**config.mk**
```make
export PLATFORM = sky130hd
export DESIGN_NAME = apb_subsystem
export DESIGN_NICKNAME = d
export VERILOG_FILES = /design/src/hdl/apb_sub_pkg.sv /design/src/hdl/ahb_apb_bridge.sv /design/src/hdl/alut_regs.sv /design/src/hdl/alut_entry.sv /design/src/hdl/alut_match.sv /design/src/hdl/apb_subsystem.sv
export VERILOG_INCLUDE_DIRS = /design/src /design/src/hdl
export SDC_FILE = /design/constraint.sdc
export NUM_CORES = 1
export LEC_CHECK = 0
export ABC_AREA = 1
export BUFFER_PORTS_ARGS = -buffer_cell sky130_fd_sc_hd__buf_2
export CAP_MARGIN = 20
export CORE_MARGIN = 4
export CORE_UTILIZATION = 50
export CTS_BUF_LIST = sky130_fd_sc_hd__clkbuf_8
export CTS_CLUSTER_SIZE = 28
export DETAILED_ROUTE_END_ITERATION = 12
export PLACE_DENSITY = 0.72
export SLEW_MARGIN = 30
export SYNTH_ARGS = -nofsm -noshare
export SYNTH_HDL_FRONTEND = slang
export SYNTH_HIERARCHICAL = 1
export SYNTH_SLANG_ARGS = --single-unit
```
**constraint.sdc**
```tcl
create_clock -name hclk -period 4.83 [get_ports hclk]
set_input_delay 0.7245 -clock hclk [delete_from_list [all_inputs] [get_ports hclk]]
set_output_delay 0.7245 -clock hclk [all_outputs]
set_load 0.03 [all_outputs]
```
**src/hdl/apb_sub_consts.svh**
```systemverilog
/*
 * Shared widths, slot map and ALUT register offsets for the APB subsystem.
 * Included by the RTL modules and the testbench.
 */
`ifndef APB_SUB_CONSTS_SVH
`define APB_SUB_CONSTS_SVH

// Bus widths
`define DATA_W          32
`define ADDR_W          32

// Five 64 KiB slot windows from SLOT_BASE upward
`define APB_SLOTS       5
`define SLOT_BASE       32'h00A0_0000
`define SLOT_SPAN_BITS  16

// Lookup table geometry
`define ALUT_ENTRIES    8
`define ALUT_IDX_W      3
`define ALUT_PORT_W     2

// ALUT register offsets in the low 4 address bits
`define ALUT_REG_KEY    4'h0
`define ALUT_REG_PORT   4'h4
`define ALUT_REG_CMD    4'h8
`define ALUT_REG_STATUS 4'hC

`endif

```
**src/hdl/apb_sub_pkg.sv**
```systemverilog
/*
 * Types shared by the bridge, the ALUT register block and the testbench.
 * Bridge FSM states, ALUT command opcodes and the AHB response code.
 */
package apb_sub_pkg;

   // Bridge FSM, ERR_1/ERR_2 form the two-cycle AHB error response
   typedef enum logic [2:0] {
      IDLE,
      SETUP,
      ACCESS,
      ERR_1,
      ERR_2
   } bridge_state_t;

   // CMD register bits 1:0
   typedef enum logic [1:0] {
      NOP         = 2'd0,
      WRITE_ENTRY = 2'd1,
      LOOKUP      = 2'd2,
      CLEAR       = 2'd3
   } alut_op_t;

   // hresp encoding, only the AHB-Lite subset
   typedef enum logic [1:0] {
      OKAY  = 2'b00,
      ERROR = 2'b01
   } ahb_resp_t;

endpackage

```
**src/hdl/ahb_apb_bridge.sv**
```systemverilog
/*
 * AHB-Lite slave to APB master bridge on a single clock.
 * Decodes five APB slots above SLOT_BASE, one psel bit per slot.
 * Unmapped addresses get a two-cycle ERROR response with no APB access.
 */
`timescale 1ns/10ps
`include "apb_sub_consts.svh"

module ahb_apb_bridge (
   input  logic                                  hclk,
   input  logic                                  arst_n,
   // AHB-Lite slave side
   input  logic                                  hsel,
   input  logic [`ADDR_W-1:0]                    haddr,
   input  logic [1:0]                            htrans,
   input  logic                                  hwrite,
   input  logic [`DATA_W-1:0]                    hwdata,
   input  logic                                  hready_in,
   output logic [`DATA_W-1:0]                    hrdata,
   output logic                                  hready,
   output apb_sub_pkg::ahb_resp_t                hresp,
   // APB master side
   output logic [`ADDR_W-1:0]                    paddr,
   output logic                                  pwrite,
   output logic [`DATA_W-1:0]                    pwdata,
   output logic                                  penable,
   output logic [`APB_SLOTS-1:0]                 psel,
   input  logic [`APB_SLOTS-1:0][`DATA_W-1:0]    prdata,
   input  logic [`APB_SLOTS-1:0]                 pready
);
   import apb_sub_pkg::*;

   localparam int N_SLOT = `APB_SLOTS;
   localparam int SLOT_W = $clog2(N_SLOT);
   localparam int TAG_W  = `ADDR_W - `SLOT_SPAN_BITS;
   localparam logic [TAG_W-1:0] BASE_TAG = TAG_W'(`SLOT_BASE >> `SLOT_SPAN_BITS);

   bridge_state_t         state;
   bridge_state_t         state_nxt;
   logic [`ADDR_W-1:0]    addr_q;
   logic                  write_q;
   logic [SLOT_W-1:0]     slot_q;
   logic [`DATA_W-1:0]    wdata_q;
   logic [`DATA_W-1:0]    rdata_q;
   logic [TAG_W-1:0]      slot_tag;
   logic                  xfer_req;
   logic                  mapped;
   logic                  accept;
   logic                  slot_ready;

   // --------------------------------------------------------------------------
   // Address phase decode
   // --------------------------------------------------------------------------
   // NONSEQ or SEQ, htrans[1] set
   assign xfer_req = hsel && htrans[1] && hready_in;

   // Offset in slot units, wraps high for addresses below the base
   assign slot_tag = haddr[`ADDR_W-1:`SLOT_SPAN_BITS] - BASE_TAG;
   assign mapped   = slot_tag < TAG_W'(N_SLOT);

   // New address phase taken while hready is high
   assign accept   = xfer_req && (state == IDLE || state == ERR_2);

   assign slot_ready = pready[slot_q];

   // --------------------------------------------------------------------------
   // State machine
   // --------------------------------------------------------------------------
   always_comb begin
      state_nxt = state;
      case (state)
         IDLE, ERR_2: begin
            if (xfer_req) begin
               state_nxt = mapped ? SETUP : ERR_1;
            end else begin
               state_nxt = IDLE;
            end
         end
         SETUP:   state_nxt = ACCESS;
         // Stretched for as long as the slave holds pready low
         ACCESS: begin
            if (slot_ready) begin
               state_nxt = IDLE;
            end
         end
         ERR_1:   state_nxt = ERR_2;
         default: state_nxt = IDLE;
      endcase
   end

   always_ff @(posedge hclk or negedge arst_n) begin
      if (!arst_n) begin
         state <= IDLE;
      end else begin
         state <= state_nxt;
      end
   end

   // Address phase latch
   always_ff @(posedge hclk or negedge arst_n) begin
      if (!arst_n) begin
         addr_q  <= '0;
         write_q <= 1'b0;
         slot_q  <= '0;
      end else if (accept) begin
         addr_q  <= haddr;
         write_q <= hwrite;
         slot_q  <= slot_tag[SLOT_W-1:0];
      end
   end

   // Write data arrives in SETUP, read data taken on the last ACCESS cycle
   always_ff @(posedge hclk) begin
      if (state == SETUP) begin
         wdata_q <= hwdata;
      end
      if (state == ACCESS && slot_ready) begin
         rdata_q <= prdata[slot_q];
      end
   end

   // --------------------------------------------------------------------------
   // Outputs
   // --------------------------------------------------------------------------
   assign hready  = (state == IDLE) || (state == ERR_2);
   assign hresp   = (state == ERR_1 || state == ERR_2) ? ERROR : OKAY;
   assign hrdata  = rdata_q;

   assign paddr   = addr_q;
   assign pwrite  = write_q;
   // hwdata is live during SETUP, held copy afterwards
   assign pwdata  = (state == SETUP) ? hwdata : wdata_q;
   assign penable = (state == ACCESS);
   assign psel    = (state == SETUP || state == ACCESS) ?
                    ({{(N_SLOT-1){1'b0}}, 1'b1} << slot_q) : '0;

   // Every access phase follows a setup cycle to the same slave
   a_penable_after_setup : assert property (@(posedge hclk) disable iff (!arst_n)
      $rose(penable) |-> (psel == $past(psel)) && (|psel));

   // Never more than one slave selected
   a_psel_onehot : assert property (@(posedge hclk) disable iff (!arst_n)
      $onehot0(psel));

endmodule

```
**src/hdl/alut_regs.sv**
```systemverilog
/*
 * APB register block of the address lookup table.
 * KEY and PORT hold the operands, CMD writes fire entry strobes or a lookup,
 * STATUS shows the registered lookup result.
 */
`timescale 1ns/10ps
`include "apb_sub_consts.svh"

module alut_regs (
   input  logic                      hclk,
   input  logic                      arst_n,
   input  logic                      psel,
   input  logic                      penable,
   input  logic                      pwrite,
   input  logic [3:0]                paddr,
   input  logic [`DATA_W-1:0]        pwdata,
   output logic [`DATA_W-1:0]        prdata,
   // Table control
   output logic [`ALUT_ENTRIES-1:0]  entry_wr,
   output logic                      entry_clr,
   output logic [`DATA_W-1:0]        key,
   output logic [`ALUT_PORT_W-1:0]   port,
   output logic                      lookup,
   // Registered match result
   input  logic                      match_hit,
   input  logic [`ALUT_IDX_W-1:0]    match_idx,
   input  logic [`ALUT_PORT_W-1:0]   match_port
);
   import apb_sub_pkg::*;

   localparam int N_ENT = `ALUT_ENTRIES;

   logic                    wr_en;
   logic                    cmd_wr;
   alut_op_t                cmd_op;
   logic [`ALUT_IDX_W-1:0]  cmd_idx;

   // Writes act in the APB access cycle
   assign wr_en   = psel && penable && pwrite;
   assign cmd_wr  = wr_en && (paddr == `ALUT_REG_CMD);
   assign cmd_op  = alut_op_t'(pwdata[1:0]);
   assign cmd_idx = pwdata[`ALUT_IDX_W+1:2];

   // Operand registers
   always_ff @(posedge hclk or negedge arst_n) begin
      if (!arst_n) begin
         key  <= '0;
         port <= '0;
      end else if (wr_en) begin
         if (paddr == `ALUT_REG_KEY) begin
            key <= pwdata;
         end
         if (paddr == `ALUT_REG_PORT) begin
            port <= pwdata[`ALUT_PORT_W-1:0];
         end
      end
   end

   // Command strobes, NOP fires nothing
   assign entry_wr  = (cmd_wr && cmd_op == WRITE_ENTRY) ?
                      ({{(N_ENT-1){1'b0}}, 1'b1} << cmd_idx) : '0;
   assign entry_clr = cmd_wr && (cmd_op == CLEAR);
   assign lookup    = cmd_wr && (cmd_op == LOOKUP);

   // Read mux, CMD reads back zero
   always_comb begin
      prdata = '0;
      case (paddr)
         `ALUT_REG_KEY:  prdata = key;
         `ALUT_REG_PORT: prdata[`ALUT_PORT_W-1:0] = port;
         `ALUT_REG_STATUS: begin
            prdata[0]                  = match_hit;
            prdata[4 +: `ALUT_PORT_W]  = match_port;
            prdata[8 +: `ALUT_IDX_W]   = match_idx;
         end
         default: prdata = '0;
      endcase
   end

   // One entry written per command at most
   a_entry_wr_onehot : assert property (@(posedge hclk) disable iff (!arst_n)
      $onehot0(entry_wr));

endmodule

```
**src/hdl/alut_entry.sv**
```systemverilog
/*
 * One lookup table entry with valid flag, stored key and egress port.
 * Comparison against the lookup key is purely combinational.
 */
`timescale 1ns/10ps
`include "apb_sub_consts.svh"

module alut_entry (
   input  logic                     hclk,
   input  logic                     arst_n,
   input  logic                     wr,
   input  logic                     clr,
   input  logic [`DATA_W-1:0]       key_in,
   input  logic [`ALUT_PORT_W-1:0]  port_in,
   input  logic [`DATA_W-1:0]       lookup_key,
   output logic                     hit,
   output logic [`ALUT_PORT_W-1:0]  port
);

   logic                     valid;
   logic [`DATA_W-1:0]       key_q;

   // Clear takes priority over a write
   always_ff @(posedge hclk or negedge arst_n) begin
      if (!arst_n) begin
         valid <= 1'b0;
      end else if (clr) begin
         valid <= 1'b0;
      end else if (wr) begin
         valid <= 1'b1;
      end
   end

   // Stored contents
   always_ff @(posedge hclk) begin
      if (wr) begin
         key_q <= key_in;
         port  <= port_in;
      end
   end

   assign hit = valid && (key_q == lookup_key);

endmodule

```
**src/hdl/alut_match.sv**
```systemverilog
/*
 * Priority select over all table entry hits.
 * Lowest index wins; result registered on the lookup strobe.
 */
`timescale 1ns/10ps
`include "apb_sub_consts.svh"

module alut_match (
   input  logic                                        hclk,
   input  logic                                        arst_n,
   input  logic                                        lookup,
   input  logic [`ALUT_ENTRIES-1:0]                    hits,
   input  logic [`ALUT_ENTRIES-1:0][`ALUT_PORT_W-1:0]  ports,
   output logic                                        match_hit,
   output logic [`ALUT_IDX_W-1:0]                      match_idx,
   output logic [`ALUT_PORT_W-1:0]                     match_port
);

   localparam int N_ENT = `ALUT_ENTRIES;
   localparam int IDX_W = `ALUT_IDX_W;

   logic                     any_hit;
   logic [IDX_W-1:0]         sel_idx;
   logic [`ALUT_PORT_W-1:0]  sel_port;

   // Scan downward so the lowest hit is the last one kept
   always_comb begin
      any_hit  = 1'b0;
      sel_idx  = '0;
      sel_port = '0;
      for (int i = N_ENT - 1; i >= 0; i--) begin
         if (hits[i]) begin
            any_hit  = 1'b1;
            sel_idx  = IDX_W'(i);
            sel_port = ports[i];
         end
      end
   end

   // Miss reads as hit, index and port all zero
   always_ff @(posedge hclk or negedge arst_n) begin
      if (!arst_n) begin
         match_hit  <= 1'b0;
         match_idx  <= '0;
         match_port <= '0;
      end else if (lookup) begin
         match_hit  <= any_hit;
         match_idx  <= sel_idx;
         match_port <= sel_port;
      end
   end

endmodule

```
**src/hdl/apb_subsystem.sv**
```systemverilog
/*
 * APB peripheral subsystem on an AHB-Lite bus.
 * Slot 0 is the address lookup table, slots 1 to 4 the four MAC register ports.
 */
`timescale 1ns/10ps
`include "apb_sub_consts.svh"

module apb_subsystem (
   // AHB-Lite
   input  logic                    hclk,
   input  logic                    arst_n,
   input  logic                    hsel,
   input  logic [`ADDR_W-1:0]      haddr,
   input  logic [1:0]              htrans,
   input  logic                    hwrite,
   input  logic [`DATA_W-1:0]      hwdata,
   input  logic                    hready_in,
   output logic [`DATA_W-1:0]      hrdata,
   output logic                    hready,
   output apb_sub_pkg::ahb_resp_t  hresp,
   // Shared APB
   output logic [`ADDR_W-1:0]      paddr,
   output logic                    pwrite,
   output logic                    penable,
   output logic [`DATA_W-1:0]      pwdata,
   // MAC ports
   output logic                    psel_mac0,
   output logic                    psel_mac1,
   output logic                    psel_mac2,
   output logic                    psel_mac3,
   input  logic [`DATA_W-1:0]      prdata_mac0,
   input  logic [`DATA_W-1:0]      prdata_mac1,
   input  logic [`DATA_W-1:0]      prdata_mac2,
   input  logic [`DATA_W-1:0]      prdata_mac3,
   input  logic                    pready_mac0,
   input  logic                    pready_mac1,
   input  logic                    pready_mac2,
   input  logic                    pready_mac3
);

   logic                                        psel_alut;
   logic [`DATA_W-1:0]                          prdata_alut;
   logic [`ALUT_ENTRIES-1:0]                    entry_wr;
   logic                                        entry_clr;
   logic [`DATA_W-1:0]                          key;
   logic [`ALUT_PORT_W-1:0]                     port;
   logic                                        lookup;
   logic [`ALUT_ENTRIES-1:0]                    hits;
   logic [`ALUT_ENTRIES-1:0][`ALUT_PORT_W-1:0]  ports;
   logic                                        match_hit;
   logic [`ALUT_IDX_W-1:0]                      match_idx;
   logic [`ALUT_PORT_W-1:0]                     match_port;

   // --------------------------------------------------------------------------
   // Bridge, slot 0 ALUT, slots 1-4 MAC0-MAC3
   // --------------------------------------------------------------------------
   ahb_apb_bridge i_ahb_apb_bridge (
      .hclk      (hclk),
      .arst_n    (arst_n),
      .hsel      (hsel),
      .haddr     (haddr),
      .htrans    (htrans),
      .hwrite    (hwrite),
      .hwdata    (hwdata),
      .hready_in (hready_in),
      .hrdata    (hrdata),
      .hready    (hready),
      .hresp     (hresp),
      .paddr     (paddr),
      .pwrite    (pwrite),
      .pwdata    (pwdata),
      .penable   (penable),
      .psel      ({psel_mac3, psel_mac2, psel_mac1, psel_mac0, psel_alut}),
      .prdata    ({prdata_mac3, prdata_mac2, prdata_mac1, prdata_mac0, prdata_alut}),
      // ALUT never inserts wait states
      .pready    ({pready_mac3, pready_mac2, pready_mac1, pready_mac0, 1'b1})
   );

   // --------------------------------------------------------------------------
   // Lookup table
   // --------------------------------------------------------------------------
   alut_regs i_alut_regs (
      .hclk       (hclk),
      .arst_n     (arst_n),
      .psel       (psel_alut),
      .penable    (penable),
      .pwrite     (pwrite),
      .paddr      (paddr[3:0]),
      .pwdata     (pwdata),
      .prdata     (prdata_alut),
      .entry_wr   (entry_wr),
      .entry_clr  (entry_clr),
      .key        (key),
      .port       (port),
      .lookup     (lookup),
      .match_hit  (match_hit),
      .match_idx  (match_idx),
      .match_port (match_port)
   );

   // KEY register is both the write operand and the lookup key
   for (genvar g = 0; g < `ALUT_ENTRIES; g++) begin : g_entry
      alut_entry i_alut_entry (
         .hclk       (hclk),
         .arst_n     (arst_n),
         .wr         (entry_wr[g]),
         .clr        (entry_clr),
         .key_in     (key),
         .port_in    (port),
         .lookup_key (key),
         .hit        (hits[g]),
         .port       (ports[g])
      );
   end

   alut_match i_alut_match (
      .hclk       (hclk),
      .arst_n     (arst_n),
      .lookup     (lookup),
      .hits       (hits),
      .ports      (ports),
      .match_hit  (match_hit),
      .match_idx  (match_idx),
      .match_port (match_port)
   );

endmodule

```
==> impl_metrics.csv <==
group,metric,value,unit
floorplan,die_area,0.0437,sq mm
drt,wl_per_cell,18.5,microns
clock_network,root_buffer,"clkbuf_8",
clock_network,cts.sinks,420,
synthesis,netlist_area,0.0202,sq mm
synthesis,synthesis.instances,2270,
synthesis,yosysMostFrequentCell,"nand2_1",
critical_path,critPathRequiredTime,5130,ps
clock_network,clockBufferDepth,3,
place,hpwl,41.8,mm
synthesis,synth_cell_types,38,
drt,drc,0,
critical_path,cp_slowest_stage_delay,680,ps
drt,drt-initial-drc-count,1402,
grt,first_global_vias,15600,
critical_path,cp-end-kind,"register",
clock_network,ctsResizeCount,0,
synthesis,synth_ff_type,"edfxtp_1",
timing,finalCriticalPeriod,3720,ps
cells_and_area,layoutNonFillerInstCount,3225,
min_path,hold_path.class,"primary input to async pin",
clock_network,cts_tree,"done",
status,status,"complete, no violations",
synthesis,syn-num-nets,2474,
floorplan,chipWidth,209,microns
timing,finalSetupViolations,0,
timing,fin_skew,26.2,ps
synthesis,synth_top_area_share,45.1,%
drt,wl,59.8,mm
critical_path,crit_type,"register to register",
power,power.density,309,mW/mm^2
timing,whs,186,ps
clock_network,holdBufCountCts,0,
synthesis,yosys_warnings,6,
synthesis,synth_edf_count,304,
drt,ant_nets,0,
drt,via_per_inst,5.05,
floorplan,core_area,0.0398,sq mm
grt,antenna_found_initial,4,
critical_path,r2r_slack,1110,ps
power,power_leakage,12.3,nW
floorplan,die_h,209,microns
critical_path,cp_cell_sequence,"inv_1 -> nand3_2 -> nand2_1 -> nand2_1 -> nor2_1 -> nand2_1 -> nor2_1 -> nand3_1 -> nor2_4 -> buf_16",
clock_network,path_clk_slew,60,ps
place,place.gp.congestion,1.06,
grt,grt_pass1_wl,89.1,mm
critical_path,r2r-end,"g_entry[0].i_alut_entry/key_q[23]",
clock_network,cts_buffers,73,
cells_and_area,nets,2843,
synthesis,seq_area_frac_synth,58.7,%
cells_and_area,multi_input_area,0.00667,sq mm
clock_network,clk_latency,620,ps
floorplan,io-pin-count,308,
cells_and_area,nFillCells,3433,
timing,tightest_slew,988,ps
floorplan,rows,73,
timing,timing.final.max_slew_violations,0,
power,peakVddDrop,0.265,mV
critical_path,cpMostUsedCell,"nand2_1",
floorplan,initial_core_util,50.8,%
grt,grt_overflow,0,
drt,num_vias,16300,
critical_path,slowest_stage,"nor2_4",
timing,fmax,269,MHz
critical_path,cp-startpoint,"i_ahb_apb_bridge/state[1]",
cells_and_area,final-seq-area,0.0119,sq mm
critical_path,ff2ff_path_depth,10,
flow_run,maxCapViolCount,0,
synthesis,synth.area.top_cells,"edfxtp_1 45%, nand2_1 15%, dfrtp_1 10%, inv_1 6.7%, nor2_1 3.7%",
drt,first_pass_iters,5,
timing,final.period_utilization,76.9,%
synthesis,synth_area_per_cell,8.91,sq um
synthesis,ys_seq_elements,420,
cells_and_area,area_growth_syn_to_layout,19.3,%
critical_path,start_kind,"register",
clock_network,htreeDepth,3,
grt,track_usage,26.5,%
place,place_inst,3082,
timing,finalWorstSetupSlack,1110,ps
critical_path,crit_fanout,23,
place,place.port_buffers,305,
critical_path,r2r-start,"i_ahb_apb_bridge/state[1]",
grt,grt_max_degree,59,
timing,rsz0062_at_grt,"false",
synthesis,ys_async_sr_fraction,20.0,%
synthesis,synth_common_cells,"832 x nand2_1, 359 x inv_1, 304 x edfxtp_1",
critical_path,crit_arrival,4020,ps
timing,hold_viol,0,
timing,setup_tns,0,ps
synthesis,synth_area_leader_cell,"edfxtp_1",
timing,worst_slew_margin_rel,34.1,%
clock_network,post_cts_buffers,0,
cells_and_area,drive_gt1_share,20.1,%
place,pre_cts_slack,861,ps
==> flip-flops by register name, summed over array words and instances (netlist names), 3 cells and up <==
register                    cells
g_entry.i_alut_entry/key_q    256
i_alut_match/match_idx          3
i_ahb_apb_bridge/paddr         32
i_ahb_apb_bridge/hrdata        32
i_alut_regs/key                32
g_entry.i_alut_entry/port      16
g_entry.i_alut_entry/valid      8
i_ahb_apb_bridge/state          3
i_ahb_apb_bridge/wdata_q       32
==> kinds of logic after synthesis <==
logic type               share of synthesized area (%)
other                                           0.0371
XOR/XNOR                                          2.77
AO/OA/AOI/OAI                                     4.59
AND/OR/NAND/NOR                                   23.4
adder cells (fa/ha/maj)                         0.0618
multiplexers                                      1.78
flip-flops                                        58.7
buffers and inverters                             8.72
==> cells in the final DEF, fill, tap and decap left out, drive strengths merged, types with 2 or more instances in the layout <==
master	netlist	layout
clkinv	0	13
inv	382	408
diode	0	3
buf	35	339
clkbuf	10	86
dfxtp	32	32
nor2	219	219
xor2	24	24
dfrtp	84	84
conb	2	2
xnor2	40	40
mux2	32	32
a22o	32	32
a21oi	6	6
nand4	39	39
edfxtp	304	304
o21ai	103	103
bufinv	0	6
clkinvlp	0	2
nand3	47	47
o211ai	8	8
a31oi	3	3
nor3	20	20
nand2	843	843
==> stage by stage <==
stage | power [mW] | area [sq um] | utilization [%]
final | 7.47 | 24100 | 60.6
after global routing | 7.74 | 24100 | 60.6
after CTS | 7.53 | 23900 | 60.1
after detailed placement | 4.13 | 22400 | 56.2
after global placement | 4.13 | 22400 | 56.1
after floorplan | 3.99 | 20200 | -
==> how the worst max path moves through the flow <==
stage / endpoint / slack (ps)
final: g_entry[0].i_alut_entry/key_q[23] / 1110
after global routing: g_entry[2].i_alut_entry/key_q[4] / 820
after CTS: g_entry[0].i_alut_entry/key_q[0] / 830
after detailed placement: g_entry[0].i_alut_entry/key_q[27] / 860
after global placement: g_entry[5].i_alut_entry/key_q[4] / 970
after floorplan: g_entry[0].i_alut_entry/key_q[0] / 950
==> critical path, delay by kind of cell, from the launching register on <==
family	cells	cell delay [ps]
buf+inv	2	380
flops	1	380
simple gates	8	2630
==> layer usage <==
metal	track usage, %	wire length [microns]	up-vias
li1	-	-	7888
met1	35.6	25200	7772
met2	42.6	28400	520
met3	6.25	4500	103
met4	9.02	1690	2
met5	0	13	-
==> power by group <==
group	switching (mW)	leakage [nW]	total, mW	internal [mW]
Sequential	0.00324	2.98	3.84	3.84
Clock	1.47	0.878	3.41	1.94
Combinational	0.123	8.41	0.213	0.0902
==> layout make-up <==
type / count / area share (%)
clock buffers: 86 / 4.91
inverters: 382 / 5.95
flip-flops and latches: 420 / 49.2
diodes: 3 / 0.0311
well taps: 525 / 2.72
clock inverters: 47 / 1.47
repair buffers: 339 / 8.06
multi-input cells: 1423 / 27.6
No activity file was read; power rests on OpenSTA's default activity.
